**src/rtl/rvv_cfg_pkg.sv**
```systemverilog
package rvv_cfg_pkg;

	// architectural sizes
	localparam int VLEN      = 128;
	localparam int VLENB     = VLEN / 8;
	localparam int NUM_VREGS = 32;
	localparam int MAX_LMUL  = 8;

	typedef logic [VLEN-1:0] vreg_t;  // one vector register
	typedef logic [4:0]      vaddr_t; // register number
	typedef logic [31:0]     word_t;  // scalar word

	// counts up to VLENB * MAX_LMUL inclusive
	typedef logic [$clog2(VLENB*MAX_LMUL+1):0] vl_t;

	// vsew encodings that are accepted, anything else makes vill
	typedef enum logic [2:0] {
		E8  = 3'b000,
		E16 = 3'b001,
		E32 = 3'b010
	} sew_e;

	// vtype CSR, vill is bit 31 and the rest sits in bits 7..0
	typedef struct packed {
		logic       vill;
		logic       vma;
		logic       vta;
		logic [2:0] sew;
		logic [2:0] lmul;
	} vtype_t;

endpackage

```
**src/rtl/rvv_pcpi_pkg.sv**
```systemverilog
package rvv_pcpi_pkg;

	// major opcodes
	localparam logic [6:0] OPC_OP_V     = 7'b1010111;
	localparam logic [6:0] OPC_LOAD_FP  = 7'b0000111;
	localparam logic [6:0] OPC_STORE_FP = 7'b0100111;

	localparam logic [2:0] F3_OPIVV = 3'b000;
	localparam logic [2:0] F3_OPMVV = 3'b010;
	localparam logic [2:0] F3_OPIVI = 3'b011;
	localparam logic [2:0] F3_OPIVX = 3'b100;
	localparam logic [2:0] F3_CFG   = 3'b111;

	localparam logic [5:0] F6_VMV       = 6'b010111;
	localparam logic [5:0] F6_VWXUNARY0 = 6'b010000;

	// width field of vector load/store
	localparam logic [2:0] MEM_W8  = 3'b000;
	localparam logic [2:0] MEM_W16 = 3'b101;
	localparam logic [2:0] MEM_W32 = 3'b110;

	typedef enum logic [2:0] {
		CLS_NONE = 3'd0,
		CLS_CFG,
		CLS_LOAD,
		CLS_STORE,
		CLS_MOVE,
		CLS_MVXS
	} insn_class_e;

	typedef enum logic [1:0] {SRC_VEC, SRC_SCALAR, SRC_IMM} mv_src_e;

	typedef enum logic [1:0] {CFG_VLI, CFG_VILI, CFG_VL} cfg_kind_e;

	typedef struct packed {
		insn_class_e         cls;
		mv_src_e             src;
		cfg_kind_e           cfg;
		rvv_cfg_pkg::sew_e   mem_sew;   // element width of a load/store
		rvv_cfg_pkg::vaddr_t vd;
		rvv_cfg_pkg::vaddr_t vs1;
		rvv_cfg_pkg::vaddr_t vs2;
		logic                rs1_nonzero;
		logic                rd_nonzero;
		logic [4:0]          imm;
		rvv_cfg_pkg::vtype_t vtype_imm; // zimm of vsetvli/vsetivli
	} dec_t;

	typedef struct packed {
		logic                valid;
		rvv_cfg_pkg::word_t  insn;
		rvv_cfg_pkg::word_t  rs1;
		rvv_cfg_pkg::word_t  rs2;
	} pcpi_req_t;

	typedef struct packed {
		logic                wr;
		rvv_cfg_pkg::word_t  rd;
		logic                waiting;
		logic                ready;
	} pcpi_rsp_t;

	typedef struct packed {
		logic                valid;
		logic                store;
		rvv_cfg_pkg::word_t  addr;
		rvv_cfg_pkg::word_t  wdata;
		logic [3:0]          strb;
	} mem_req_t;

	typedef struct packed {
		logic                en;
		rvv_cfg_pkg::vaddr_t addr;
		rvv_cfg_pkg::vreg_t  data;
	} vrf_wr_t;

	typedef struct packed {
		rvv_cfg_pkg::vaddr_t addr;
	} vrf_rd_t;

endpackage

```
**src/rtl/rvv_vregs.sv**
```systemverilog
`timescale 1ns/100ps

module rvv_vregs (
	input  logic                  clk,
	input  rvv_pcpi_pkg::vrf_wr_t wr_i,
	input  rvv_pcpi_pkg::vrf_rd_t rd1_i,
	input  rvv_pcpi_pkg::vrf_rd_t rd2_i,
	output rvv_cfg_pkg::vreg_t    rdata1_o,
	output rvv_cfg_pkg::vreg_t    rdata2_o
);
	rvv_cfg_pkg::vreg_t regs [rvv_cfg_pkg::NUM_VREGS];

	initial begin
		for (int i = 0; i < rvv_cfg_pkg::NUM_VREGS; i++)
			regs[i] = '0;
	end

	always @(posedge clk) begin
		if (wr_i.en)
			regs[wr_i.addr] <= wr_i.data;
	end

	// both read ports are asynchronous
	assign rdata1_o = regs[rd1_i.addr];
	assign rdata2_o = regs[rd2_i.addr];

endmodule

```
**config.mk**
```make
export PLATFORM = sky130hd
export DESIGN_NAME = rvv_vregs
export DESIGN_NICKNAME = d
export VERILOG_FILES = /design/src/rtl/rvv_cfg_pkg.sv /design/src/rtl/rvv_pcpi_pkg.sv /design/src/rtl/rvv_vregs.sv
export SDC_FILE = /design/constraint.sdc
export NUM_CORES = 2
export LEC_CHECK = 0
export BUFFER_PORTS_ARGS = -buffer_cell sky130_fd_sc_hd__buf_4
export CAP_MARGIN = 20
export CORE_ASPECT_RATIO = 0.75
export CORE_MARGIN = 1
export CORE_UTILIZATION = 45
export CTS_CLUSTER_SIZE = 30
export DETAILED_ROUTE_END_ITERATION = 8
export PLACE_DENSITY = 0.63
export SYNTH_ARGS = -nofsm -noshare
export SYNTH_HDL_FRONTEND = slang
export SYNTH_SLANG_ARGS = --single-unit
```
**constraint.sdc**
```tcl
create_clock -name clk -period 7.7 [get_ports clk]
set_clock_uncertainty 0.1 [all_clocks]
set_input_delay 0.77 -clock clk [delete_from_list [all_inputs] [get_ports clk]]
set_output_delay 0.77 -clock clk [all_outputs]
set_load 0.01 [all_outputs]
```
# Word-level counts from Yosys, hierarchy flattened
# Memory sizes are Yosys's and may differ from the RTL's.
# Index checks and enable logic that the tools add are counted.
[totals]
register_bits = 0
latchBits = 0
mem_bits_rw = 4096
romBits = 0
output_inout_bits = 256
elab_cells = 3
n_memories = 1
[memory_table]
columns = ["name", "words", "width", "read_ports", "rd_ports_with_merged_regs", "wr", "line", "rtl"]
rows = [
  ["regs", 32, 128, 2, 0, 1, "rvv_vregs.sv:11", "rvv_cfg_pkg::vreg_t regs [rvv_cfg_pkg::NUM_VREGS];"],
]
[op_classes]
addsub = 0
n_mul = 0
div = 0
magnitude_cmp = 0
eq_ne = 0
shift = 0
n_mux = 2
bitwise = 0
n_reduce_logical = 0
[ops]
columns = ["op", "n"]
rows = [
  ["two-way mux 1 bit", 2],
]

# Logic depth before layout (Yosys ltp)
[depth]
ltp_word = 2
depth_mapped = 8

# Worst setup path after synthesis
# Ideal clock, no wire load.
[synth_path]
path_kind = "input -> register"
from = "input wr_i[129] (netlist bit)"
to = "memory regs[12][0] (netlist bit) (enable)"
t_arrival_ns = 6.751
required_ns = 6.983
setup_slack_ns = 0.232
cell_stages = 3
cell_sequence = "or3b_2 clkbuf_1 nor2_1"
[synth_lines]
columns = ["item", "line", "rtl"]
rows = [
  ["start, declared", "rvv_vregs.sv:5", "input rvv_pcpi_pkg::vrf_wr_t wr_i,"],
  ["end, declared", "rvv_vregs.sv:11", ""],
]
# Straight into the memory's write port.

# Final worst setup path
[layout_path]
from = "input rd1_i[1] (netlist bit)"
to = "output rdata1_o[45]"
[layout_via]
elab_chain_cells = 1
[layout_rtl]
columns = ["item", "line", "rtl"]
rows = [
  ["start, declared", "rvv_vregs.sv:6", "input rvv_pcpi_pkg::vrf_rd_t rd1_i,"],
  ["memory (32 x 128 bit)", "--", ""],
  ["end, declared", "rvv_vregs.sv:8", "output rvv_cfg_pkg::vreg_t rdata1_o,"],
]
# Every way passes these cells.

==> out/results.md <==
| Item | Reported | Unit |
|---|---|---|
| Slew of the pin with the lowest slew margin | 1495 | ps |
| Core area | 403600 | sq um |
| Prevailing post-synth register cell | sky130_fd_sc_hd__edfxtp_1 | - |
| Arrival time of data at the critical path endpoint | 4740 | ps |
| Synth warnings | 0 | - |
| Area added between synthesis and finish | 12.57 | % |
| Post-synthesis cell area | 182400 | sq um |
| Site row count | 202 | - |
| PostCTS Resize Cnt | 0 | - |
| WS Path Type | in -> out | - |
| Commonest cells after routing, fill and taps aside | 4096 x sky130_fd_sc_hd__edfxtp_1, 1952 x sky130_fd_sc_hd__mux4_2, 928 x sky130_fd_sc_hd__o22ai_1 | - |
| Clock tree from TritonCTS | done | - |
| Total iterations of the first detailed-routing run | 6 | - |
| Maximum level of the CTS H-tree | 5 | - |
| Num Clock Sinks | 4096 | - |
| Number of I/O port buffers | 400 | - |
| Setup repair bufs after CTS | 0 | - |
| Maxcap violations | 0 | - |
| Final RePlAce weighted congestion | 0.8118 | - |
| Largest driver fanout on the critical path | 43 | - |
| Registers with the most flip-flops | regs (4096) | - |
| Overall power | 48.88 | mW |
| Global-route wire length before repair | 822500 | microns |
| Leading cell type in the layout, fill and taps excluded | sky130_fd_sc_hd__edfxtp_1 | - |
| Startpoint Class | input pin | - |
| Highest achievable clock rate | 0.1783 | GHz |
| Number of flip-flops under the largest register name | 4096 | - |
| Count of cell types in the netlist | 31 | - |
| Total grt overflow | 0 | - |
| Max Slew Vio Count | 0 | - |
| Fin. Hold Viols | 0 | - |
| Buffer levels on the longest clock path | 4 | - |
| Power density normalized to cell area | 238.1 | nW/um^2 |
| Final wirelength | 587400 | microns |
| Floorplan die width | 737.1 | microns |
| DP HPWL | 303100 | microns |
| Synthesized area divided by synthesized cell count | 21.66 | sq um |
| Min Tclk post-route | 5607 | ps |
| Final core utilization | 0.5086 | - |
| Post-route clock period utilization | 0.7282 | - |
| Die Area | 407800 | sq um |
| Overall Global Routing Usage | 0.2834 | - |
| I/O Pins | 401 | - |
| Initial standard-cell utilization of the core | 0.4518 | - |
| Worst-path clk slew | 60 | ps |
| Result of the run | finished, final reports clean | - |
| Register bit count reported by yosys | 4096 | - |
| LEAKAGE | 62.87 | nW |
| DR DRC count | 0 | - |
| Vertical die dimension | 553.3 | microns |
| Fraction of layout instances using a drive strength above 1 | 0.3544 | - |
| Clk Tree Root Cell | sky130_fd_sc_hd__clkbuf_16 | - |
| Summed negative setup slack over all endpoints | 0 | ps |
| Via count | 104700 | - |
| Number of buffers added by the clock tree synthesis step | 396 | - |
| Fraction of the yosys area taken by sequential cells | 0.6745 | - |
| Gate count after technology mapping | 8421 | - |
| Register ranked first by flip-flop count | regs | - |
| Endpoint kind of the worst setup timing path | output pin | - |
| Peak supply drop | 0.1845 | mV |
| Pin count of the biggest net entering global routing | 142 | - |
| Worst hold-check path type | in -> reg | - |
| Unrepaired setup endpoints after global routing | false | - |
| Nets | 8995 | - |
| Avg WL per Cell | 40.13 | microns |
| Async SR Flop Fraction | 0 | - |
| Starting DRT DRC Count | 16520 | - |
| Vias/cell | 7.152 | - |
| Post-synthesis net count | 8566 | - |
| Data required time at the worst endpoint | 6830 | ps |
| Number of global-route vias before repair | 105100 | - |
| Headroom to the max-slew limit | 0.003333 | - |
| # setup viols final | 0 | - |
| Final antenna-violating net count | 0 | - |
| Number of enable-type register cells in the synthesized netlist | 4096 | - |
| Number of antenna violations at the first check in global routing | 63 | - |
-- synthesized netlist by cell type, types with 3 or more instances --
library cell	number	share of area
sky130_fd_sc_hd__mux2i_1	192	0.011
sky130_fd_sc_hd__nand4_1	24	0.00082
sky130_fd_sc_hd__a22oi_1	128	0.0053
sky130_fd_sc_hd__nand2_1	22	0.00045
sky130_fd_sc_hd__nor2_1	39	0.00080
sky130_fd_sc_hd__o22ai_1	928	0.032
sky130_fd_sc_hd__edfxtp_1	4096	0.67
sky130_fd_sc_hd__buf_1	28	0.00058
sky130_fd_sc_hd__buf_6	117	0.0072
sky130_fd_sc_hd__nor4_1	232	0.0080
sky130_fd_sc_hd__nand3b_1	8	0.00033
sky130_fd_sc_hd__buf_4	103	0.0042
sky130_fd_sc_hd__and2_1	3	0.00010
sky130_fd_sc_hd__or3b_2	4	0.00019
sky130_fd_sc_hd__nor2b_1	7	0.00024
sky130_fd_sc_hd__a21oi_1	16	0.00044
sky130_fd_sc_hd__nand3_1	52	0.0014
sky130_fd_sc_hd__nand2b_1	3	0.00010
sky130_fd_sc_hd__mux4_2	1952	0.24
sky130_fd_sc_hd__buf_2	296	0.0081
sky130_fd_sc_hd__clkbuf_1	156	0.0032
sky130_fd_sc_hd__or3_1	3	0.00010
-- worst max-delay path: stages --
cell and delay [ps]:
sky130_fd_sc_hd__buf_4 550, sky130_fd_sc_hd__nand2b_1 580, sky130_fd_sc_hd__or2_4 820, sky130_fd_sc_hd__buf_4 450, sky130_fd_sc_hd__o22ai_1 160, sky130_fd_sc_hd__nor4_1 940, sky130_fd_sc_hd__buf_4 260
-- stage by stage --
| stage | cells | area (sq um) | worst slack [ps] | hold WS, ps |
|---|---|---|---|---|
| 2_1_floorplan | 8421 | 182400 | 231.6 | 768.9 |
| 3_3_place_gp | 13780 | 191400 | 2372 | 1070 |
| 3_5_place_dp | 13790 | 191500 | 2271 | 1080 |
| 4_1_cts | 14590 | 205100 | 2282 | 0.2957 |
| 5_1_grt | 14620 | 205200 | 2171 | 46.24 |
| 6_report | 14640 | 205300 | 2093 | 62.55 |
-- power by group --
part | leakage [nW] | switching (mW) | internal, mW
Sequential | 36.9 | 0.119 | 24.8
Clock | 6.25 | 8.85 | 11.1
Combinational | 19.7 | 2.35 | 1.68
Total | 62.9 | 11.3 | 37.6
-- timing repair --
item	4_1_cts	5_1_grt
setup endpoints to repair	0	0
endpoints found under the hold margin	1130	0
hold buffers	62	0
-- logic make-up (layout without fill, tap and decap cells) --
kind of cell | count (synthesis) | count (layout) | share of synthesized area
DFF | 4096 | 4096 | 0.6745
muxes | 2144 | 2144 | 0.2516
AOI/OAI and AO/OA | 1072 | 1072 | 0.03754
and+or+nand+nor | 408 | 408 | 0.01293
other | 0 | 45 | 0
buffers and inverters | 701 | 1465 | 0.02346
-- layer usage --
metal	track usage	part of all wire	vias up
met5	0	0.00030	-
met4	0.1243	0.046	28
met1	0.3953	0.37	56300
li1	-	-	38970
met2	0.4338	0.47	7967
met3	0.06068	0.11	1405
-- area by class of cell --
| type | count | area, sq um |
|---|---|---|
| Clock inverter | 248 | 2745 |
| Timing Repair Buffer | 732 | 6837 |
| Tap cell | 5406 | 6764 |
| Fill cell | 31390 | 198300 |
| Antenna cell | 45 | 112.6 |
| Multi-Input combinational cell | 3624 | 55540 |
| Clock buffer | 485 | 10290 |
| Sequential cell | 4096 | 123000 |
-- worst paths after layout --
check            to  startpoint  cells past startpoint
max    rdata1_o[45]    rd1_i[1]                      7
min    regs[29][83]    wr_i[83]                      1
Power figures use the tool's default switching activity.
