### src/rtl/rvv_cfg_pkg.sv
package rvv_cfg_pkg;

	// architectural sizes
	localparam int VLEN      = 128;
	localparam int VLENB     = VLEN / 8;
	localparam int NUM_VREGS = 32;
	localparam int MAX_LMUL  = 8;

	typedef logic [VLEN-1:0] vreg_t;  // one vector register
	typedef logic [4:0]      vaddr_t; // register number
	typedef logic [31:0]     word_t;  // scalar word

	// counts up to VLENB * MAX_LMUL inclusive
	typedef logic [$clog2(VLENB*MAX_LMUL+1):0] vl_t;

	// vsew encodings that are accepted, anything else makes vill
	typedef enum logic [2:0] {
		E8  = 3'b000,
		E16 = 3'b001,
		E32 = 3'b010
	} sew_e;

	// vtype CSR, vill is bit 31 and the rest sits in bits 7..0
	typedef struct packed {
		logic       vill;
		logic       vma;
		logic       vta;
		logic [2:0] sew;
		logic [2:0] lmul;
	} vtype_t;

endpackage

### src/rtl/rvv_pcpi_pkg.sv
package rvv_pcpi_pkg;

	// major opcodes
	localparam logic [6:0] OPC_OP_V     = 7'b1010111;
	localparam logic [6:0] OPC_LOAD_FP  = 7'b0000111;
	localparam logic [6:0] OPC_STORE_FP = 7'b0100111;

	localparam logic [2:0] F3_OPIVV = 3'b000;
	localparam logic [2:0] F3_OPMVV = 3'b010;
	localparam logic [2:0] F3_OPIVI = 3'b011;
	localparam logic [2:0] F3_OPIVX = 3'b100;
	localparam logic [2:0] F3_CFG   = 3'b111;

	localparam logic [5:0] F6_VMV       = 6'b010111;
	localparam logic [5:0] F6_VWXUNARY0 = 6'b010000;

	// width field of vector load/store
	localparam logic [2:0] MEM_W8  = 3'b000;
	localparam logic [2:0] MEM_W16 = 3'b101;
	localparam logic [2:0] MEM_W32 = 3'b110;

	typedef enum logic [2:0] {
		CLS_NONE = 3'd0,
		CLS_CFG,
		CLS_LOAD,
		CLS_STORE,
		CLS_MOVE,
		CLS_MVXS
	} insn_class_e;

	typedef enum logic [1:0] {SRC_VEC, SRC_SCALAR, SRC_IMM} mv_src_e;

	typedef enum logic [1:0] {CFG_VLI, CFG_VILI, CFG_VL} cfg_kind_e;

	typedef struct packed {
		insn_class_e         cls;
		mv_src_e             src;
		cfg_kind_e           cfg;
		rvv_cfg_pkg::sew_e   mem_sew;   // element width of a load/store
		rvv_cfg_pkg::vaddr_t vd;
		rvv_cfg_pkg::vaddr_t vs1;
		rvv_cfg_pkg::vaddr_t vs2;
		logic                rs1_nonzero;
		logic                rd_nonzero;
		logic [4:0]          imm;
		rvv_cfg_pkg::vtype_t vtype_imm; // zimm of vsetvli/vsetivli
	} dec_t;

	typedef struct packed {
		logic                valid;
		rvv_cfg_pkg::word_t  insn;
		rvv_cfg_pkg::word_t  rs1;
		rvv_cfg_pkg::word_t  rs2;
	} pcpi_req_t;

	typedef struct packed {
		logic                wr;
		rvv_cfg_pkg::word_t  rd;
		logic                waiting;
		logic                ready;
	} pcpi_rsp_t;

	typedef struct packed {
		logic                valid;
		logic                store;
		rvv_cfg_pkg::word_t  addr;
		rvv_cfg_pkg::word_t  wdata;
		logic [3:0]          strb;
	} mem_req_t;

	typedef struct packed {
		logic                en;
		rvv_cfg_pkg::vaddr_t addr;
		rvv_cfg_pkg::vreg_t  data;
	} vrf_wr_t;

	typedef struct packed {
		rvv_cfg_pkg::vaddr_t addr;
	} vrf_rd_t;

endpackage

### src/rtl/rvv_move_unit.sv
`timescale 1ns/100ps

module rvv_move_unit (
	input  logic                  clk,
	input  logic                  resetn,
	input  logic                  start_i,
	input  rvv_pcpi_pkg::dec_t    dec_i,
	input  rvv_cfg_pkg::vtype_t   vtype_i,
	input  rvv_cfg_pkg::vl_t      vl_i,
	input  rvv_cfg_pkg::word_t    rs1_i,
	output rvv_pcpi_pkg::vrf_rd_t vrf_rd1_o,
	output rvv_pcpi_pkg::vrf_rd_t vrf_rd2_o,
	input  rvv_cfg_pkg::vreg_t    vrf_rdata1_i,
	input  rvv_cfg_pkg::vreg_t    vrf_rdata2_i,
	output rvv_pcpi_pkg::vrf_wr_t vrf_wr_o,
	output rvv_cfg_pkg::word_t    scalar_o,
	output logic                  done_o
);
	typedef enum logic {IDLE, RUN} state_e;

	state_e              state;
	rvv_cfg_pkg::vaddr_t k;         // register within the group
	rvv_cfg_pkg::vl_t    remaining; // body elements not yet written
	rvv_cfg_pkg::vl_t    epr;       // elements per register
	rvv_cfg_pkg::word_t  scal;
	rvv_cfg_pkg::vreg_t  wdata;
	logic [1:0]          sew;

	assign sew  = vtype_i.sew[1:0];
	assign epr  = rvv_cfg_pkg::vl_t'(rvv_cfg_pkg::VLENB >> sew);
	assign scal = (dec_i.src == rvv_pcpi_pkg::SRC_IMM) ?
		{{27{dec_i.imm[4]}}, dec_i.imm} : rs1_i;

	always_comb begin
		int unsigned lane;
		wdata = vrf_rdata2_i; // tail keeps old vd
		for (int b = 0; b < rvv_cfg_pkg::VLENB; b++) begin
			lane = b & ((1 << sew) - 1);
			if ((b >> sew) < remaining) begin
				if (dec_i.src == rvv_pcpi_pkg::SRC_VEC)
					wdata[8*b +: 8] = vrf_rdata1_i[8*b +: 8];
				else
					wdata[8*b +: 8] = scal[8*lane +: 8]; // splat truncated to sew
			end
		end
	end

	assign vrf_rd1_o.addr = dec_i.vs1 + k;
	assign vrf_rd2_o.addr = (state == RUN) ? dec_i.vd + k : dec_i.vs2;

	assign vrf_wr_o.en   = (state == RUN);
	assign vrf_wr_o.addr = dec_i.vd + k;
	assign vrf_wr_o.data = wdata;

	// element 0 of vs2, sign extended
	always_ff @(posedge clk) begin
		if (state == IDLE && start_i) begin
			case (sew)
				2'd0:    scalar_o <= {{24{vrf_rdata2_i[7]}}, vrf_rdata2_i[7:0]};
				2'd1:    scalar_o <= {{16{vrf_rdata2_i[15]}}, vrf_rdata2_i[15:0]};
				default: scalar_o <= vrf_rdata2_i[31:0];
			endcase
		end
	end

	always_ff @(posedge clk) begin
		if (!resetn) begin
			state     <= IDLE;
			k         <= '0;
			remaining <= '0;
			done_o    <= 1'b0;
		end else begin
			done_o <= 1'b0;
			case (state)
				IDLE: begin
					if (start_i) begin
						if (dec_i.cls == rvv_pcpi_pkg::CLS_MVXS) begin
							done_o <= 1'b1;
						end else begin
							state     <= RUN;
							k         <= '0;
							remaining <= vl_i;
						end
					end
				end
				RUN: begin
					k <= k + 1'b1;
					if (remaining <= epr) begin // last register, always at least one
						remaining <= '0;
						state     <= IDLE;
						done_o    <= 1'b1;
					end else begin
						remaining <= remaining - epr;
					end
				end
				default: state <= IDLE;
			endcase
		end
	end

endmodule

### config.mk
export PLATFORM = sky130hd
export DESIGN_NAME = rvv_move_unit
export DESIGN_NICKNAME = d
export VERILOG_FILES = /design/src/rtl/rvv_cfg_pkg.sv /design/src/rtl/rvv_pcpi_pkg.sv /design/src/rtl/rvv_move_unit.sv
export SDC_FILE = /design/constraint.sdc
export NUM_CORES = 1
export LEC_CHECK = 0
export BUFFER_PORTS_ARGS = -buffer_cell sky130_fd_sc_hd__buf_2
export CORE_AREA = 2 2 204 206
export CTS_CLUSTER_DIAMETER = 50
export CTS_CLUSTER_SIZE = 10
export DETAILED_ROUTE_END_ITERATION = 8
export DIE_AREA = 0 0 206 208
export PLACE_DENSITY = 0.45
export SLEW_MARGIN = 10
export SYNTH_ARGS = -nofsm -noshare
export SYNTH_HDL_FRONTEND = slang
export SYNTH_SLANG_ARGS = --single-unit
### constraint.sdc
create_clock -name clk -period 5.1 [get_ports clk]
set_clock_uncertainty 0.2 [all_clocks]
set_input_delay 1.275 -clock clk [delete_from_list [all_inputs] [get_ports clk]]
set_output_delay 1.275 -clock clk [all_outputs]
set_load 0.05 [all_outputs]
* After elaboration in Yosys (flattened, before gate mapping) *
Index checks and enable logic that the tools add are counted.

storage, ports and cells
  bits in registers = 48
  output and inout port bits = 177

cells by class
  add/subtract/negate cells = 5
  $lt $le $gt $ge = 17
  equality and inequality tests = 5
  shifts and indexed selects = 33
  muxes and demuxes = 50
  bitwise operators = 1
  reductions and logical operators = 4

operators with widths
  kind                                               count
  < comparator 32 x 9 -> 1 bit                       16
  two-way mux 8 bit                                  32
  variable part select 32 x 8 -> 8 bit               8
  right shift 4 x 2 -> 32 bit, first input constant  8
  variable part select 32 x 7 -> 8 bit               4
  right shift 3 x 2 -> 32 bit, first input constant  4
  one-hot mux 32 bit (2 select lines)                1
  variable part select 32 x 6 -> 8 bit               2
  right shift 1 x 2 -> 32 bit, first input constant  2
  right shift 2 x 2 -> 32 bit, first input constant  2
  two-way mux 32 bit                                 1
  variable part select 32 x 5 -> 8 bit               1
  two-way mux 9 bit                                  3
  one-hot mux 9 bit (2 select lines)                 1
  two-way mux 5 bit                                  3
  adder 5 bit                                        2
  one-hot mux 5 bit (2 select lines)                 1
  less-or-equal comparator 9 bit                     1
  right shift 5 x 2 -> 9 bit, first input constant   1
  subtractor 9 bit                                   1
  two-way mux 1 bit                                  6
  adder 5 x 1 -> 5 bit, second input constant        1
  logical NOT 2 bit                                  2
  != test 2 bit, second input constant               2
  other kinds (9)                                    10

* Longest topological paths before layout *
Gate-level depths: netlist of the first run.

  depth in word-level cells = 5
  gate-level depth with buffers = 11

* Least setup slack after synthesis of the first run *
OpenSTA, ideal clock, no wires.

  kind = input to output
  start = input port vtype_i[4] (netlist bit)
  end = output port vrf_wr_o[112] (netlist bit)
  data arrival time = 4541 ps
  required time = 3625 ps
  setup slack = -916 ps
  stages on the path = 10
  cells stage by stage = inv_1 > ha_1 > clkbuf_1 > inv_1 > ha_1 > clkbuf_1 > o21ai_0 > a22oi_1 > a22oi_1 > o21ai_0

RTL lines
  what             line                 text
  start, declared  rvv_move_unit.sv:8   input rvv_cfg_pkg::vtype_t vtype_i,
  end, declared    rvv_move_unit.sv:15  output rvv_pcpi_pkg::vrf_wr_t vrf_wr_o,

==> results of run 1 <==
-- metrics by stage --
step | cell area, um2 | util | setup slack [ns] | TNS [ns]
6_report | 10900 | 0.269 | 0.0139 | 0
5_1_grt | 10900 | 0.269 | -0.0990 | -0.624
4_1_cts | 10800 | 0.267 | -0.00103 | -0.00186
3_5_place_dp | 10700 | 0.263 | -0.0299 | -0.0498
3_3_place_gp | 10700 | 0.263 | -0.0287 | -0.0521
2_1_floorplan | 6500 | - | -0.00216 | -0.00216
-- critical path, stage by stage --
cell and delay (ns):
buf_2 0.11, inv_2 0.08, ha_2 0.20, inv_1 0.07
ha_1 0.33, buf_12 0.16, buf_4 0.14, mux2i_2 0.14
a21oi_1 0.42, buf_4 0.23, a21oi_1 0.05, o21ai_2 0.11
buf_2 0.27
-- worst paths after layout --
kind,startpoint,slack (ns),cells past startpoint,endpoint
setup / recovery,vtype_i[4],0.01,13,vrf_wr_o[21]
hold / removal,k[4],0.33,2,k[4]
setup reg to reg,remaining[1],2.33,8,state
hold reg to reg,k[4],0.33,2,k[4]
-- power groups by stage --
stage               logic (mW)  clock network (mW)  registers (mW)
global placement          2.97                   0           0.495
detailed placement        2.97                   0           0.496
global route              3.13               0.384           0.491
finish                    2.98               0.357           0.486
CTS                       2.98               0.373           0.486
floorplan                 1.82                   0           0.566
-- flip-flops by register name (all words and copies together) (netlist names) --
name       count
scalar_o      32
remaining      9
k              5
done_o         1
state          1
-- layer usage --
| layer | GRT usage | routed length (um) | vias up |
|---|---|---|---|
| li1 | - | - | 4217 |
| met4 | 0.0527 | 951 | 4 |
| met3 | 0.0291 | 2630 | 38 |
| met5 | 0 | 22 | - |
| met1 | 0.240 | 18100 | 4179 |
| met2 | 0.315 | 20200 | 362 |
-- placed cells by master (no fill, tap or decap), types with 33 or more instances in the layout --
cell	netlist	layout
ha_1	35	33
a21oi_1	64	56
buf_2	5	483
mux2_2	55	55
nand2_1	135	135
a22oi_1	39	39
nor2_1	39	37
buf_4	1	88
o21ai_0	107	72
-- layout make-up --
class,instances,area [um2]
Multi-Input combinational cell,696,4910
Fill cell,4513,29700
Clock inverter,3,26.3
Inverter,33,124
Sequential cell,48,1280
Tap cell,532,666
Antenna cell,3,7.51
Timing Repair Buffer,606,3750
Clock buffer,5,125
-- what timing repair did --
action                                  CTS  global route
hold endpoints to repair                  0             0
endpoints found under the setup margin    6            35
resized for setup                         3            19
pin swaps                                 0             2
hold buffers                              0             0
buffers inserted                          0             1
-- kinds of logic after synthesis --
logic type / after synthesis / share of synthesized area
AND/OR/NAND/NOR: 213 / 0.143
AO/OA/AOI/OAI: 351 / 0.355
multiplexers: 79 / 0.142
adder cells (fa/ha/maj): 37 / 0.0757
buffers and inverters: 91 / 0.0594
XOR/XNOR: 16 / 0.0222
flip-flops: 48 / 0.203
==> results.cfg, run 1 <==
[floorplanning]
rows = 74
fp.dieW_um = 206
core_um2 = 40600
die_area_um2 = 42800
io_pins = 527
die_h_um = 208
start_util = 0.156

[power]
ir_worst_vdd_uv = 215
p_leak_nw = 5.29
pwr_density_cell_nw_per_um2 = 351
power_frac_comb = 0.779
intPower_mw = 1.61
swShare = 0.578
power_switching_mw = 2.21
totalPowerFinal_mw = 3.82
sequentialPowerShare = 0.127
p_clk_frac = 0.093

[sta]
rsz0062_at_grt = true
timing.hold.ws_ns = 0.329
finalCriticalPeriod_ns = 5.09
final_max_slew_viol_count = 0
fmax_ghz = 0.197
slew_headroom = 0.410
hold_viol = 0
finalSetupViolCount = 0
worstMarginPinSlew_ns = 0.885
period_share = 0.997

[flow_run]
cap_viol_max_count = 0

[run_status]
status = completed

[cts]
ctsHtreeMaxLevel = 2
root_buffer = clkbuf_16
clkLatencyLatePin_ns = 0.31
clk_pin_slew_worst_paths_ns = 0.07
cts_buffer_depth = 2
cts_buffers = 5
clkSinkCount = 48
cts_tree = yes

[synth]
synth_nets = 1222
postSynthCellCount = 835
ys_seq_area_frac = 0.203
synth_top_area_cell = edfxtp_1
ys.flop_type = edfxtp_1
synth_area_um2 = 6320
synth.top_cells.by_area = edfxtp_1, mux2_2, o21ai_0, nand2_1, ha_1
ys_top_cells_by_count = nand2_1, o21ai_0, a21oi_1
synth_cell_type_count = 58
synth.most_common_cell = nand2_1
synth_edf_count = 32
synth_top_area_frac = 0.152
synthArstFlopShare = 0
ys_warn_count = 0
ys_seq_elements = 48
syn_avg_cell_area_um2 = 7.57

[routing]
drt-initial-drc-count = 470
wl_per_cell_um = 21.7
viasPerCell = 4.57
postRouteAntennaNets = 0
drc = 0
vias = 8800
first_pass_iters = 5
drt-total-wl_um = 41800

[grt]
track_usage = 0.185
grt_pass1_vias = 8619
grt_max_degree = 54
grt_pass1_wl_um = 57700
gr-total-overflow = 0
antenna_found_initial = 6

[setup_path]
endpoint_kind = output port
worstPathArrival_ns = 3.61
start_kind = primary input
critPathKind = primary input to output port
path_max_fanout = 12
worst-endpoint-required_ns = 3.62

[cells_and_area]
final_cells = 1926
drive_above_1_share = 0.531
fin_nets = 1777
areaGrowthSynthToFinish_pct = 72.5

[min_path]
hold_class = flop to flop

[placement]
portBuffers = 503
gp_congestion = 0.958
hpwl_um = 36100
dp_cells = 1914
Power figures use the tool's default switching activity.
==> inputs of run 2 (changes only) <==
--- a/config.mk
+++ b/config.mk
@@ -6,12 +6,14 @@
 export NUM_CORES = 1
 export LEC_CHECK = 0
 export BUFFER_PORTS_ARGS = -buffer_cell sky130_fd_sc_hd__buf_2
-export CORE_AREA = 2 2 204 206
+export CELL_PAD_IN_SITES_DETAIL_PLACEMENT = 1
+export CELL_PAD_IN_SITES_GLOBAL_PLACEMENT = 2
+export CORE_MARGIN = 8
+export CORE_UTILIZATION = 17
 export CTS_CLUSTER_DIAMETER = 50
 export CTS_CLUSTER_SIZE = 10
 export DETAILED_ROUTE_END_ITERATION = 8
-export DIE_AREA = 0 0 206 208
-export PLACE_DENSITY = 0.45
+export PLACE_DENSITY = 0.81
 export SLEW_MARGIN = 10
 export SYNTH_ARGS = -nofsm -noshare
 export SYNTH_HDL_FRONTEND = slang
==> results.cfg, run 2 (same netlist as run 1, synthesis figures left out) <==
[run_status]
status = completed

[power]
power_frac_comb = 0.784
intPower_mw = 1.58
swShare = 0.584
sequentialPowerShare = 0.129
pwr_density_cell_nw_per_um2 = 349
p_leak_nw = 5.29
power_switching_mw = 2.21
totalPowerFinal_mw = 3.78
ir_worst_vdd_uv = 148
p_clk_frac = 0.088

[setup_path]
worst-path-buf-inv = 6
worst-endpoint-required_ns = 3.62
path_cells = buf_2 -> inv_1 -> ha_2 -> inv_1 -> ha_4 -> buf_12 -> mux2i_2 -> nand2_1 -> a31oi_2 -> buf_6 -> o21ai_0 -> mux2_2 -> buf_4
rrSetupSlack_ns = 2.37
crit_slowest_cell = mux2_2
crit_family = buffers and inverters
endpoint_kind = output port
start_kind = primary input
critPathKind = primary input to output port
worstPathArrival_ns = 3.51
crit_top_cell = inv_1
worst_path_largest_cell_delay_ns = 0.33
path_max_fanout = 12

[cts]
root_buffer = clkbuf_16
cts_buffer_depth = 2
cts_buffers = 5
cts_tree = yes
cts_hold_buf = 0
clkLatencyLatePin_ns = 0.29
clk_pin_slew_worst_paths_ns = 0.07
ctsHtreeMaxLevel = 2
clkSinkCount = 48

[cells_and_area]
final_cells = 1866
top_register = scalar_o
drive_above_1_share = 0.534
layout_common_cells = buf_2, nand2_1, buf_4
mostFrequentLayoutCell = buf_2
areaGrowthSynthToFinish_pct = 71.5
largest_reg_flops = 32
largestRegisters = scalar_o: 32 flops, remaining: 9 flops, k: 5 flops
fin_nets = 1778

[sta]
period_share = 0.978
worstMarginPinSlew_ns = 0.662
worst_slack_ns = 0.113
hold_viol = 0
slew_headroom = 0.548
timing.hold.ws_ns = 0.339
finalCriticalPeriod_ns = 4.99
fmax_ghz = 0.201
finalSetupViolCount = 0
final_max_slew_viol_count = 0

[routing]
viasPerCell = 4.78
first_pass_iters = 5
drt-total-wl_um = 46200
postRouteAntennaNets = 0
vias = 8918
wl_per_cell_um = 24.8
drc = 0
drt-initial-drc-count = 501

[floorplanning]
start_util = 0.173
core_um2 = 36600
die_h_um = 209
rows = 70
die_area_um2 = 43600
fp.dieW_um = 209
io_pins = 527

[placement]
dp_cells = 1852
portBuffers = 503
dpl_worst_slack_ns = -0.0823
hpwl_um = 40200
gp_congestion = 0.946

[grt]
gr-total-overflow = 0
antenna_found_initial = 8
grt_pass1_wl_um = 65500
grt_pass1_vias = 9936
track_usage = 0.199
grt_max_degree = 39

[flow_run]
cap_viol_max_count = 0

[min_path]
hold_class = flop to flop
==> run 2: path summary, 6_finish.rpt <==
check	start	endpoint	depth (start not counted)
worst max-delay path	vtype_i[4]	vrf_wr_o[60]	13
worst min-delay path	k[4]	k[4]	2
worst max register to register	remaining[1]	state	7
worst min register to register	k[4]	k[4]	2
==> run 2: layer usage <==
layer	vias up	wire length [um]	GRT usage
met2	373	22200	0.342
li1	4231	-	-
met5	-	51	0
met4	8	1300	0.0671
met1	4240	19200	0.234
met3	66	3480	0.0597
==> run 2: per-stage QoR <==
step	cell area (um2)	util	TNS, ns
2_1_floorplan	6500	-	-0.00216
4_1_cts	10700	0.293	0
3_5_place_dp	10600	0.289	-0.234
3_3_place_gp	10600	0.289	-0.324
5_1_grt	10800	0.296	-0.00357
6_report	10800	0.296	0
==> run 2: power by group through the flow <==
stage	clock network, mW	registers, mW	logic, mW
2_1_floorplan	0	0.566	1.82
3_3_place_gp	0	0.492	2.93
3_5_place_dp	0	0.494	2.95
4_1_cts	0.350	0.486	2.96
5_1_grt	0.356	0.491	3.11
6_report	0.333	0.487	2.97
==> run 2: worst min-delay path: cells and delay by family, from the launching register on <==
family / cells / cell delay [ns]
flip-flops: 1 / 0.36
AO/OA/AOI/OAI: 1 / 0.06
AND/OR/NAND/NOR: 1 / 0.08
==> run 2: area by class of cell <==
cell class,instances,area (um2)
Timing Repair Buffer,607,3740
Clock buffer,5,125
Sequential cell,48,1280
Multi-Input combinational cell,696,4950
Inverter,33,124
Antenna cell,6,15.0
Fill cell,4530,25800
Clock inverter,3,18.8
Tap cell,468,586
==> run 2: what timing repair did <==
| item | 4_1_cts | 5_1_grt |
|---|---|---|
| endpoints found under the setup margin | 8 | 38 |
| setup buffers | 0 | 0 |
| resized for setup | 5 | 24 |
