**config.mk**
```make
export PLATFORM = sky130hd
export DESIGN_NAME = rvv_decoder
export DESIGN_NICKNAME = d
export VERILOG_FILES = /design/src/rtl/rvv_cfg_pkg.sv /design/src/rtl/rvv_pcpi_pkg.sv /design/src/rtl/rvv_decoder.sv
export SDC_FILE = /design/constraint.sdc
export NUM_CORES = 1
export LEC_CHECK = 0
export BUFFER_PORTS_ARGS = -buffer_cell sky130_fd_sc_hd__buf_2
export CAP_MARGIN = 20
export CORE_ASPECT_RATIO = 0.9
export CORE_MARGIN = 8
export CORE_UTILIZATION = 34
export DETAILED_ROUTE_END_ITERATION = 12
export PLACE_DENSITY = 0.89
export SYNTH_ARGS = -nofsm -noshare
export SYNTH_HDL_FRONTEND = slang
export SYNTH_SLANG_ARGS = --single-unit
```
**constraint.sdc**
```tcl
create_clock -name vclk -period 1.9
set_clock_uncertainty 0.1 [all_clocks]
set_input_delay 0.095 -clock vclk [all_inputs]
set_output_delay 0.095 -clock vclk [all_outputs]
set_load 0.05 [all_outputs]
```
**src/rtl/rvv_cfg_pkg.sv**
```systemverilog
package rvv_cfg_pkg;

	// architectural sizes
	localparam int VLEN      = 128;
	localparam int VLENB     = VLEN / 8;
	localparam int NUM_VREGS = 32;
	localparam int MAX_LMUL  = 8;

	typedef logic [VLEN-1:0] vreg_t;  // one vector register
	typedef logic [4:0]      vaddr_t; // register number
	typedef logic [31:0]     word_t;  // scalar word

	// counts up to VLENB * MAX_LMUL inclusive
	typedef logic [$clog2(VLENB*MAX_LMUL+1):0] vl_t;

	// vsew encodings that are accepted, anything else makes vill
	typedef enum logic [2:0] {
		E8  = 3'b000,
		E16 = 3'b001,
		E32 = 3'b010
	} sew_e;

	// vtype CSR, vill is bit 31 and the rest sits in bits 7..0
	typedef struct packed {
		logic       vill;
		logic       vma;
		logic       vta;
		logic [2:0] sew;
		logic [2:0] lmul;
	} vtype_t;

endpackage

```
**src/rtl/rvv_pcpi_pkg.sv**
```systemverilog
package rvv_pcpi_pkg;

	// major opcodes
	localparam logic [6:0] OPC_OP_V     = 7'b1010111;
	localparam logic [6:0] OPC_LOAD_FP  = 7'b0000111;
	localparam logic [6:0] OPC_STORE_FP = 7'b0100111;

	localparam logic [2:0] F3_OPIVV = 3'b000;
	localparam logic [2:0] F3_OPMVV = 3'b010;
	localparam logic [2:0] F3_OPIVI = 3'b011;
	localparam logic [2:0] F3_OPIVX = 3'b100;
	localparam logic [2:0] F3_CFG   = 3'b111;

	localparam logic [5:0] F6_VMV       = 6'b010111;
	localparam logic [5:0] F6_VWXUNARY0 = 6'b010000;

	// width field of vector load/store
	localparam logic [2:0] MEM_W8  = 3'b000;
	localparam logic [2:0] MEM_W16 = 3'b101;
	localparam logic [2:0] MEM_W32 = 3'b110;

	typedef enum logic [2:0] {
		CLS_NONE = 3'd0,
		CLS_CFG,
		CLS_LOAD,
		CLS_STORE,
		CLS_MOVE,
		CLS_MVXS
	} insn_class_e;

	typedef enum logic [1:0] {SRC_VEC, SRC_SCALAR, SRC_IMM} mv_src_e;

	typedef enum logic [1:0] {CFG_VLI, CFG_VILI, CFG_VL} cfg_kind_e;

	typedef struct packed {
		insn_class_e         cls;
		mv_src_e             src;
		cfg_kind_e           cfg;
		rvv_cfg_pkg::sew_e   mem_sew;   // element width of a load/store
		rvv_cfg_pkg::vaddr_t vd;
		rvv_cfg_pkg::vaddr_t vs1;
		rvv_cfg_pkg::vaddr_t vs2;
		logic                rs1_nonzero;
		logic                rd_nonzero;
		logic [4:0]          imm;
		rvv_cfg_pkg::vtype_t vtype_imm; // zimm of vsetvli/vsetivli
	} dec_t;

	typedef struct packed {
		logic                valid;
		rvv_cfg_pkg::word_t  insn;
		rvv_cfg_pkg::word_t  rs1;
		rvv_cfg_pkg::word_t  rs2;
	} pcpi_req_t;

	typedef struct packed {
		logic                wr;
		rvv_cfg_pkg::word_t  rd;
		logic                waiting;
		logic                ready;
	} pcpi_rsp_t;

	typedef struct packed {
		logic                valid;
		logic                store;
		rvv_cfg_pkg::word_t  addr;
		rvv_cfg_pkg::word_t  wdata;
		logic [3:0]          strb;
	} mem_req_t;

	typedef struct packed {
		logic                en;
		rvv_cfg_pkg::vaddr_t addr;
		rvv_cfg_pkg::vreg_t  data;
	} vrf_wr_t;

	typedef struct packed {
		rvv_cfg_pkg::vaddr_t addr;
	} vrf_rd_t;

endpackage

```
**src/rtl/rvv_decoder.sv**
```systemverilog
`timescale 1ns/100ps

module rvv_decoder (
	input  rvv_cfg_pkg::word_t  insn_i,
	output rvv_pcpi_pkg::dec_t  dec_o
);
	logic [6:0] opcode;
	logic [2:0] funct3;
	logic [5:0] funct6;
	logic       vm;

	assign opcode = insn_i[6:0];
	assign funct3 = insn_i[14:12];
	assign funct6 = insn_i[31:26];
	assign vm     = insn_i[25];

	always_comb begin
		dec_o             = '0;
		dec_o.vd          = insn_i[11:7];
		dec_o.vs1         = insn_i[19:15];
		dec_o.vs2         = insn_i[24:20];
		dec_o.imm         = insn_i[19:15];
		dec_o.rs1_nonzero = |insn_i[19:15];
		dec_o.rd_nonzero  = |insn_i[11:7];
		// reserved zimm bits are 30:28 for vsetvli, 29:28 for vsetivli
		dec_o.vtype_imm   = {insn_i[31] ? |insn_i[29:28] : |insn_i[30:28], insn_i[27:20]};

		if (opcode == rvv_pcpi_pkg::OPC_OP_V && funct3 == rvv_pcpi_pkg::F3_CFG) begin
			if (!insn_i[31]) begin
				dec_o.cls = rvv_pcpi_pkg::CLS_CFG;
				dec_o.cfg = rvv_pcpi_pkg::CFG_VLI;
			end else if (insn_i[31:30] == 2'b11) begin
				dec_o.cls = rvv_pcpi_pkg::CLS_CFG;
				dec_o.cfg = rvv_pcpi_pkg::CFG_VILI;
			end else if (insn_i[31:25] == 7'b1000000) begin
				dec_o.cls = rvv_pcpi_pkg::CLS_CFG;
				dec_o.cfg = rvv_pcpi_pkg::CFG_VL;
			end
		end else if (opcode == rvv_pcpi_pkg::OPC_OP_V && vm) begin
			if (funct6 == rvv_pcpi_pkg::F6_VMV && insn_i[24:20] == 5'd0) begin
				dec_o.cls = rvv_pcpi_pkg::CLS_MOVE;
				case (funct3)
					rvv_pcpi_pkg::F3_OPIVV: dec_o.src = rvv_pcpi_pkg::SRC_VEC;
					rvv_pcpi_pkg::F3_OPIVX: dec_o.src = rvv_pcpi_pkg::SRC_SCALAR;
					rvv_pcpi_pkg::F3_OPIVI: dec_o.src = rvv_pcpi_pkg::SRC_IMM;
					default:                dec_o.cls = rvv_pcpi_pkg::CLS_NONE;
				endcase
			end else if (funct6 == rvv_pcpi_pkg::F6_VWXUNARY0
					&& funct3 == rvv_pcpi_pkg::F3_OPMVV && insn_i[19:15] == 5'd0) begin
				dec_o.cls = rvv_pcpi_pkg::CLS_MVXS;
			end
		end else if ((opcode == rvv_pcpi_pkg::OPC_LOAD_FP || opcode == rvv_pcpi_pkg::OPC_STORE_FP)
				&& funct6 == 6'd0 && vm && insn_i[24:20] == 5'd0) begin
			// unit stride only: nf, mew, mop and lumop all zero
			dec_o.cls = (opcode == rvv_pcpi_pkg::OPC_STORE_FP) ? rvv_pcpi_pkg::CLS_STORE
			                                                  : rvv_pcpi_pkg::CLS_LOAD;
			case (funct3)
				rvv_pcpi_pkg::MEM_W8:  dec_o.mem_sew = rvv_cfg_pkg::E8;
				rvv_pcpi_pkg::MEM_W16: dec_o.mem_sew = rvv_cfg_pkg::E16;
				rvv_pcpi_pkg::MEM_W32: dec_o.mem_sew = rvv_cfg_pkg::E32;
				default:               dec_o.cls = rvv_pcpi_pkg::CLS_NONE; // e64 or fp width
			endcase
		end
	end

endmodule

```
Word level (Yosys, flattened, before mapping)
Cells that the tools add are included.

operators by class
  equality and inequality tests = 13
  muxes and demuxes = 24
  reduce and logical (&&, ||, !) cells = 19

operators by type and width
  cell                count
  $mux 3              8
  $mux 2              11
  $eq 7x7->1 const B  2
  $eq 3x3->1 const B  4
  $eq 6x5->1 const B  2
  $logic_not 5->1     2
  $reduce_or 5->1     2
  $reduce_or 3->1     3
  $logic_and 1x1->1   8
  $pmux 2 s2          2
  $eq 7x3->1 const B  1
  $eq 7x6->1 const B  1
  $eq 3x2->1 const B  2
  $logic_not 6->1     1
  $logic_not 3->1     1
  $mux 1              3
  $eq 2x2->1 const B  1
  $reduce_or 2->1     1
  $logic_or 1x1->1    1

storage, ports and cells
  flip-flop bits (word level) = 0
  bits of input ports = 32
  output and inout port bits = 41
  logic and storage cells = 56

Depth between registers and ports, before layout
Gate-level depths: netlist of the first run.

  depth after elaboration = 8
  depth in mapped cells = 5
  gate-level depth less buffers = 4

Worst setup path after synthesis of the first run
OpenSTA, ideal clock, no wires.

  kind = input to output
  start point = input insn_i[26]
  end point = output dec_o[31] in the netlist's numbering
  arrival time = 2.049 ns
  data required time = 1.705 ns
  setup slack = -0.344 ns
  stages = 4
  path buffers = 0
  cell sequence = or4_4 > nor3b_2 > nand3_1 > nor3_1

RTL lines
  what                line              source
  start: declaration  rvv_decoder.sv:4  input rvv_cfg_pkg::word_t insn_i,
  end: declaration    rvv_decoder.sv:5  output rvv_pcpi_pkg::dec_t dec_o

==> metrics, run 1 <==
Site Rows=13; CP Class=in2out; Worst path most repeated cell=buf_2; Final setup viols=0; fin crit share=between 90% and 100%; crit path cell chain=buf_2 -> or4_4 -> nor3b_2 -> and4_2 -> a211o_2 -> buf_2; peak supply drop=between 150 and 200 uV; Leak=around 0.4 nW; Mapped Cells=80; pwr/cell area=around 330 nW/um^2; # Max-Cap Violations=0; core area=1430 um^2; global route overflow=0; Int Pwr=around 0.056 mW; WL final=roughly 2 mm; Critical Path RT=between 1.5 and 2 ns; Non-Filler Cell Area, Final=between 600 and 700 um^2; Syn. warnings=0; I/O pin count=73; GPL Wtd Cong=roughly 0.72; DRT antenna net count=0; commonest non-fill, non-tap cells in the layout=buf_2, nor2_1, nand2_1, nor3_1; mapped cell area=about 510 um^2; antenna cells=0; Final min period=approximately 1.8 ns; number of global-route vias before repair=just over 700; RSZ-0062 raised after global routing=no; pin count of the biggest net entering global routing=9; Yosys top cell area share=42.5%; CP max-delay cell=or4_4; vias per cell=between 5 and 6; sequential cells=0; cell taking the most area after synthesis=buf_4; ratio of cells with drive above 1 in the final layout=66.1%; # clk buffers=0; top area cells in the synthesized netlist=buf_4, nor2_1, nor3_1; Starting Density=35.8%; initial antenna violation count=0; Pwr Total=0.227 mW; Crit path arrival time=1.63 ns; DPL Wire Length=between 1.5 and 2 mm; fin nets=between 150 and 200; final hold violation count=0; number of buffers added on ports=slightly above 70; Hold Path Class=in2out; Sw Share=between 70% and 80%; chip width=between 50 and 60 um; Tot GR Track Use=between 10% and 20%; fmax=approximately 550 MHz; post-synthesis sequential area ratio=0%; Area growth syn-to-layout=35.9%; commonest non-fill, non-tap cell in the layout=buf_2; Logic pwr share=100.0%; WHS=about 0.39 ns; DR vias=roughly 700; Worst path max stage delay=around 0.54 ns; Critical Path Fanout Max=3; Wirelength per Cell=14.3 um; DP Area=roughly 690 um^2; DRC viols=0; mean post-synth cell area=between 6 and 7 um^2; Max Slew Vio Count=0; Synth Net Count=~110; Pre-Repair DR Iteration Count=4; die height=52.8 um; sw power=approximately 0.17 mW; status=finished, final reports clean; CP startpoint kind=primary input; DRT iter0 DRCs=9; Sequential Area=0 um^2; clock power share=0%; Die ar.=3000 um^2; Worst setup EP type=output pin; first-pass GRT wire length=a little over 3 mm; Seq pwr share=0%; Distinct cells, synth=25
==> synthesized netlist by cell type, drive strengths merged <==
cell and n:
buf 29, nor2 10, nor3 6, nand2 5
clkbuf 3, nand3 3, or4 3, and3 2
and4 2, nand3b 2, o21ai 2, a211o 1
and2 1, conb 1, inv 1, nand2b 1
nand4 1, nand4b 1, nor2b 1, nor3b 1
nor4 1, nor4b 1, o21bai 1, xor2 1
==> path summary, 6_finish.rpt <==
check             depth (start not counted)       start  slack, ns        end
setup / recovery                          6  insn_i[26]       0.07  dec_o[38]
hold / removal                            2  insn_i[10]       0.39  dec_o[29]
==> metrics by stage <==
stage	TNS [ns]	worst slack [ns]	utilization [%]	cells
final	0	0.0717	48.6	136
after global routing	0	0.00328	48.6	136
after CTS	0	0.0520	48.3	136
after detailed placement	0	0.0556	48.3	136
after global placement	0	0.0836	48.3	136
after floorplan	-0.00794	-0.00794	-	80
==> cell families (layout without fill, tap and decap cells) <==
logic type                after synthesis  in the layout  share of synthesized area (%)
AOI/OAI and AO/OA                       4              4                           5.14
xor gates and xnor gates                1              1                           1.71
buffers and inverters                  33             74                           45.5
other                                   1              1                          0.733
and+or+nand+nor                        41             41                           46.9
==> timing repair <==
action | in CTS | in global routing
hold buffers | 0 | 0
resized for setup | 0 | 4
buffers inserted | 0 | 0
endpoints found under the setup margin | 0 | 2
==> power groups by stage <==
| stage | Combinational [mW] | Sequential (mW) | Clock [mW] |
|---|---|---|---|
| 5_1_grt | 0.239 | 0 | 0 |
| 6_report | 0.227 | 0 | 0 |
| 2_1_floorplan | 0.197 | 0 | 0 |
| 4_1_cts | 0.228 | 0 | 0 |
| 3_5_place_dp | 0.228 | 0 | 0 |
| 3_3_place_gp | 0.224 | 0 | 0 |
==> final cells by class <==
class / instances / area, um^2
Multi-Input combinational cell: 47 / 300
Inverter: 1 / 3.75
Fill cell: 150 / 736
Tap cell: 15 / 18.8
Timing Repair Buffer: 73 / 373
==> worst max-delay path, delay by kind of cell <==
kind / cells / cell delay [ns]
compound gates: 1 / 0.13
buf+inv: 2 / 0.36
simple gates: 3 / 1.05
==> routing by layer <==
layer / share of wire, % / global-route usage [%] / routed length (um) / vias up
met5: 0 / 0 / 0 / -
met4: 2.1 / 2.34 / 40 / 0
met3: 14 / 5.83 / 267 / 4
met2: 48 / 22.7 / 932 / 53
met1: 36 / 10.8 / 709 / 304
li1: - / - / - / 327
Power figures use the tool's default switching activity.
==> run 2: changes to the inputs <==
BUFFER_PORTS_ARGS = -buffer_cell sky130_fd_sc_hd__clkbuf_2   (was -buffer_cell sky130_fd_sc_hd__buf_2)
SLEW_MARGIN = 20   (was not set)
==> metrics, run 2 (same netlist as run 1, synthesis figures left out) <==
clock power share=0%; CP startpoint kind=primary input; sw power=about 0.17 mW; DRC viols=0; FILL cells=around 150; number of buffers added on ports=72; Final min period=between 1.5 and 2 ns; commonest non-fill, non-tap cells in the layout=clkbuf_2, nor2_1, nand2_1, nor3_1, nand3_1; Hold Path Class=in2out; core area=approximately 1400 um^2; ratio of cells with drive above 1 in the final layout=roughly two thirds; Sw Share=between 70% and 80%; sequential cells=0; WL final=~1.9 mm; Logic pwr share=100.0%; hold depth=2; I/O pin count=between 70 and 80; # clk buffers=0; Area growth syn-to-layout=35.9%; first-pass GRT wire length=around 2.9 mm; WHS=roughly 0.41 ns; commonest non-fill, non-tap cell in the layout=clkbuf_2; Die ar.=about 3000 um^2; # Max-Cap Violations=0; Int Pwr=~0.055 mW; DRT antenna net count=0; final setup margin=0.0722 ns; post-place setup slack=0.0474 ns; fin nets=155; Final setup viols=0; Tot GR Track Use=between 10% and 20%; fin crit share=between 90% and 100%; CP Class=in2out; Seq pwr share=0%; Site Rows=13; peak supply drop=around 170 uV; Hold Startpoint=insn_i[9]; Sequential Area=0 um^2; Starting Density=approximately 36%; DRT iter0 DRCs=14; number of global-route vias before repair=roughly 680; setup bufs post-CTS=0; Crit path arrival time=between 1.5 and 2 ns; global route overflow=0; Hold Path Sink=dec_o[28]; Wirelength per Cell=about 14 um; chip width=roughly 57 um; vias per cell=4.95; pwr/cell area=326 nW/um^2; Leak=0.407 nW; die height=52.8 um; fmax=around 550 MHz; Final Core Density=48.6%; Pre-Repair DR Iteration Count=2; GPL Wtd Cong=between 0.7 and 0.8; pin count of the biggest net entering global routing=9; initial antenna violation count=0; final hold violation count=0; Critical Path RT=1.70 ns; RSZ-0062 raised after global routing=no; status=finished, final reports clean; antenna cells=0; Critical Path Fanout Max=3; Max Slew Vio Count=0; DR vias=673; DPL Wire Length=1.78 mm; Worst setup EP type=output pin
[run 2: cell types whose count changed in the layout (fill, tap and decap cells not counted), sizes merged]
cell | before | now
clkbuf | 0 | 71
buf | 73 | 2
[run 2: cell type report]
class,instances,area [um^2],area share [%]
multi-input combinational,47,300,43.2
inverter,1,3.75,0.540
tap,15,18.8,2.70
timing repair buffer,73,373,53.6
[run 2: metal layers]
metal  vias to the layer above  global-route usage (%)  part of all wire [%]
li1                        333                       -                     -
met1                       297                    10.1                    37
met2                        43                    23.1                    49
met3                         0                    5.34                    14
met4                         0                       0                     0
met5                         -                       0                     0
[run 2: how the worst max path moves through the flow]
| stage | startpoint | to | slack, ns | cells past startpoint |
|---|---|---|---|---|
| detailed placement | insn_i[20] | dec_o[36] | 0.05 | 6 |
| global placement | insn_i[20] | dec_o[36] | 0.08 | 6 |
| finish | insn_i[26] | dec_o[38] | 0.07 | 6 |
| global route | insn_i[26] | dec_o[38] | 0.002 | 6 |
| CTS | insn_i[26] | dec_o[40] | 0.04 | 6 |
| floorplan | insn_i[20] | dec_o[40] | -0.008 | 4 |
[run 2: repair_timing]
action	in CTS	in global routing
endpoints found under the setup margin	0	2
hold buffers	0	0
resized for setup	0	5
[run 2: worst max-delay path, cell delays in order]
cell and delay [ns]:
clkbuf_2 0.10, or4_4 0.54, nor3b_2 0.24, and4_2 0.26, a211o_2 0.13, clkbuf_2 0.27
[run 2: per-stage QoR]
step / area (um^2) / cells / setup TNS (ns) / power [mW]
floorplan: 533 / 80 / -0.00794 / 0.197
CTS: 691 / 136 / 0 / 0.228
finish: 696 / 136 / 0 / 0.226
detailed placement: 691 / 136 / 0 / 0.228
global route: 696 / 136 / 0 / 0.238
global placement: 691 / 136 / 0 / 0.224
[run 2: power by group through the flow]
stage               clock network (mW)  registers (mW)  logic (mW)
floorplan                            0               0       0.197
global placement                     0               0       0.224
detailed placement                   0               0       0.228
CTS                                  0               0       0.228
global route                         0               0       0.238
finish                               0               0       0.226
==> run 3: changes to the inputs <==
CORE_UTILIZATION = 32   (was 34)
PLACE_DENSITY = 0.85   (was 0.89)
clock period = 1.79 ns   (was 1.9 ns; I/O delays follow)
==> metrics, run 3 (same netlist as run 1, synthesis figures left out) <==
# clk buffers=0; Sequential Area=0 um^2; Final setup viols=0; number of global-route vias before repair=between 600 and 700; Leak=0.427 nW; fmax=roughly 580 MHz; pwr/cell area=319 nW/um^2; pin count of the biggest net entering global routing=9; CTS Hold Buffers Added=0; sequential cells=0; commonest non-fill, non-tap cell in the layout=clkbuf_2; chip width=just under 60 um; Multi-input gate area=about 320 um^2; Tot GR Track Use=a little over a tenth; Critical Path Fanout Max=3; CP startpoint kind=primary input; core area=roughly 1500 um^2; GPL Wtd Cong=between 0.8 and 0.9; Final min period=~1.7 ns; final hold violation count=0; DP Area=around 750 um^2; kind of cell adding the most delay to the critical path=simple AND/OR/NAND/NOR gates; die height=~54 um; first-pass GRT wire length=2.90 mm; Wirelength per Cell=around 13 um; Area growth syn-to-layout=49.9%; Finished Layout Cells=roughly 140; DRT antenna net count=0; Buf/Inv on CP=2; peak supply drop=around 310 uV; number of buffers added on ports=72; Worst setup EP type=output pin; Non-Filler Cell Area, Final=~770 um^2; DRC viols=0; Worst path max stage delay=between 0.5 and 0.6 ns; crit path cell chain=clkbuf_2 -> or4_4 -> nor3b_4 -> and4_1 -> o21bai_2 -> buf_12; Die ar.=3140 um^2; ratio of cells with drive above 1 in the final layout=68.6%; CP Class=in2out; status=finished, final reports clean; fin nets=approximately 160; Site Rows=13; commonest non-fill, non-tap cells in the layout=clkbuf_2, nor2_1, nand2_1, nor3_1; antenna cells=0; WL final=between 1.5 and 2 mm; Final Core Density=approximately 52%; global route overflow=0; FILL cells=142; vias per cell=approximately 4.7; initial antenna violation count=0; Max Slew Vio Count=0; Crit path arrival time=around 1.5 ns; RSZ-0062 raised after global routing=no; Starting Density=between 30% and 40%; # Max-Cap Violations=0; Hold Path Class=in2out; DPL Wire Length=between 1.5 and 2 mm; I/O pin count=73; DRT iter0 DRCs=19; CP max-delay cell=or4_4; fin crit share=about 96%; dpl cells=143; Pre-Repair DR Iteration Count=4; Critical Path RT=approximately 1.6 ns; DR vias=roughly 670
## run 3: what timing repair did
item | 4_1_cts | 5_1_grt
pin swaps | 0 | 2
resized for setup | 1 | 8
buffers inserted | 0 | 0
endpoints found under the setup margin | 1 | 6
## run 3: routing by layer
layer,part of all wire (%),vias to the layer above,global-route usage (%)
li1,-,327,-
met1,36,290,11.5
met2,50,52,21.1
met3,13,2,4.04
met4,0.99,0,1.22
met5,0,-,0
## run 3: power breakdown
group / internal, mW / total, mW / switching, mW
logic: 0.0603 / 0.245 / 0.185
clock network: 0 / 0 / 0
registers: 0 / 0 / 0
total: 0.0603 / 0.245 / 0.185
## run 3: worst paths after layout
path | from | end | slack (ns) | cells past startpoint
setup / recovery | insn_i[26] | dec_o[40] | 0.08 | 6
hold / removal | insn_i[11] | dec_o[30] | 0.39 | 2
## run 3: stage by stage
step                      power, mW  TNS [ns]  setup WS (ns)  hold slack [ns]
after detailed placement      0.243  -0.00306       -0.00306            0.394
after global placement        0.240         0         0.0236            0.393
final                         0.245         0         0.0781            0.391
after floorplan               0.209   -0.0735        -0.0374            0.246
after CTS                     0.244         0         0.0186            0.395
after global routing          0.257         0        0.00486            0.403
## run 3: area by class of cell
class / count / area share [%]
multi-input cells: 47 / 41.4
repair buffers: 73 / 54.5
inverters: 1 / 0.489
well taps: 22 / 3.59
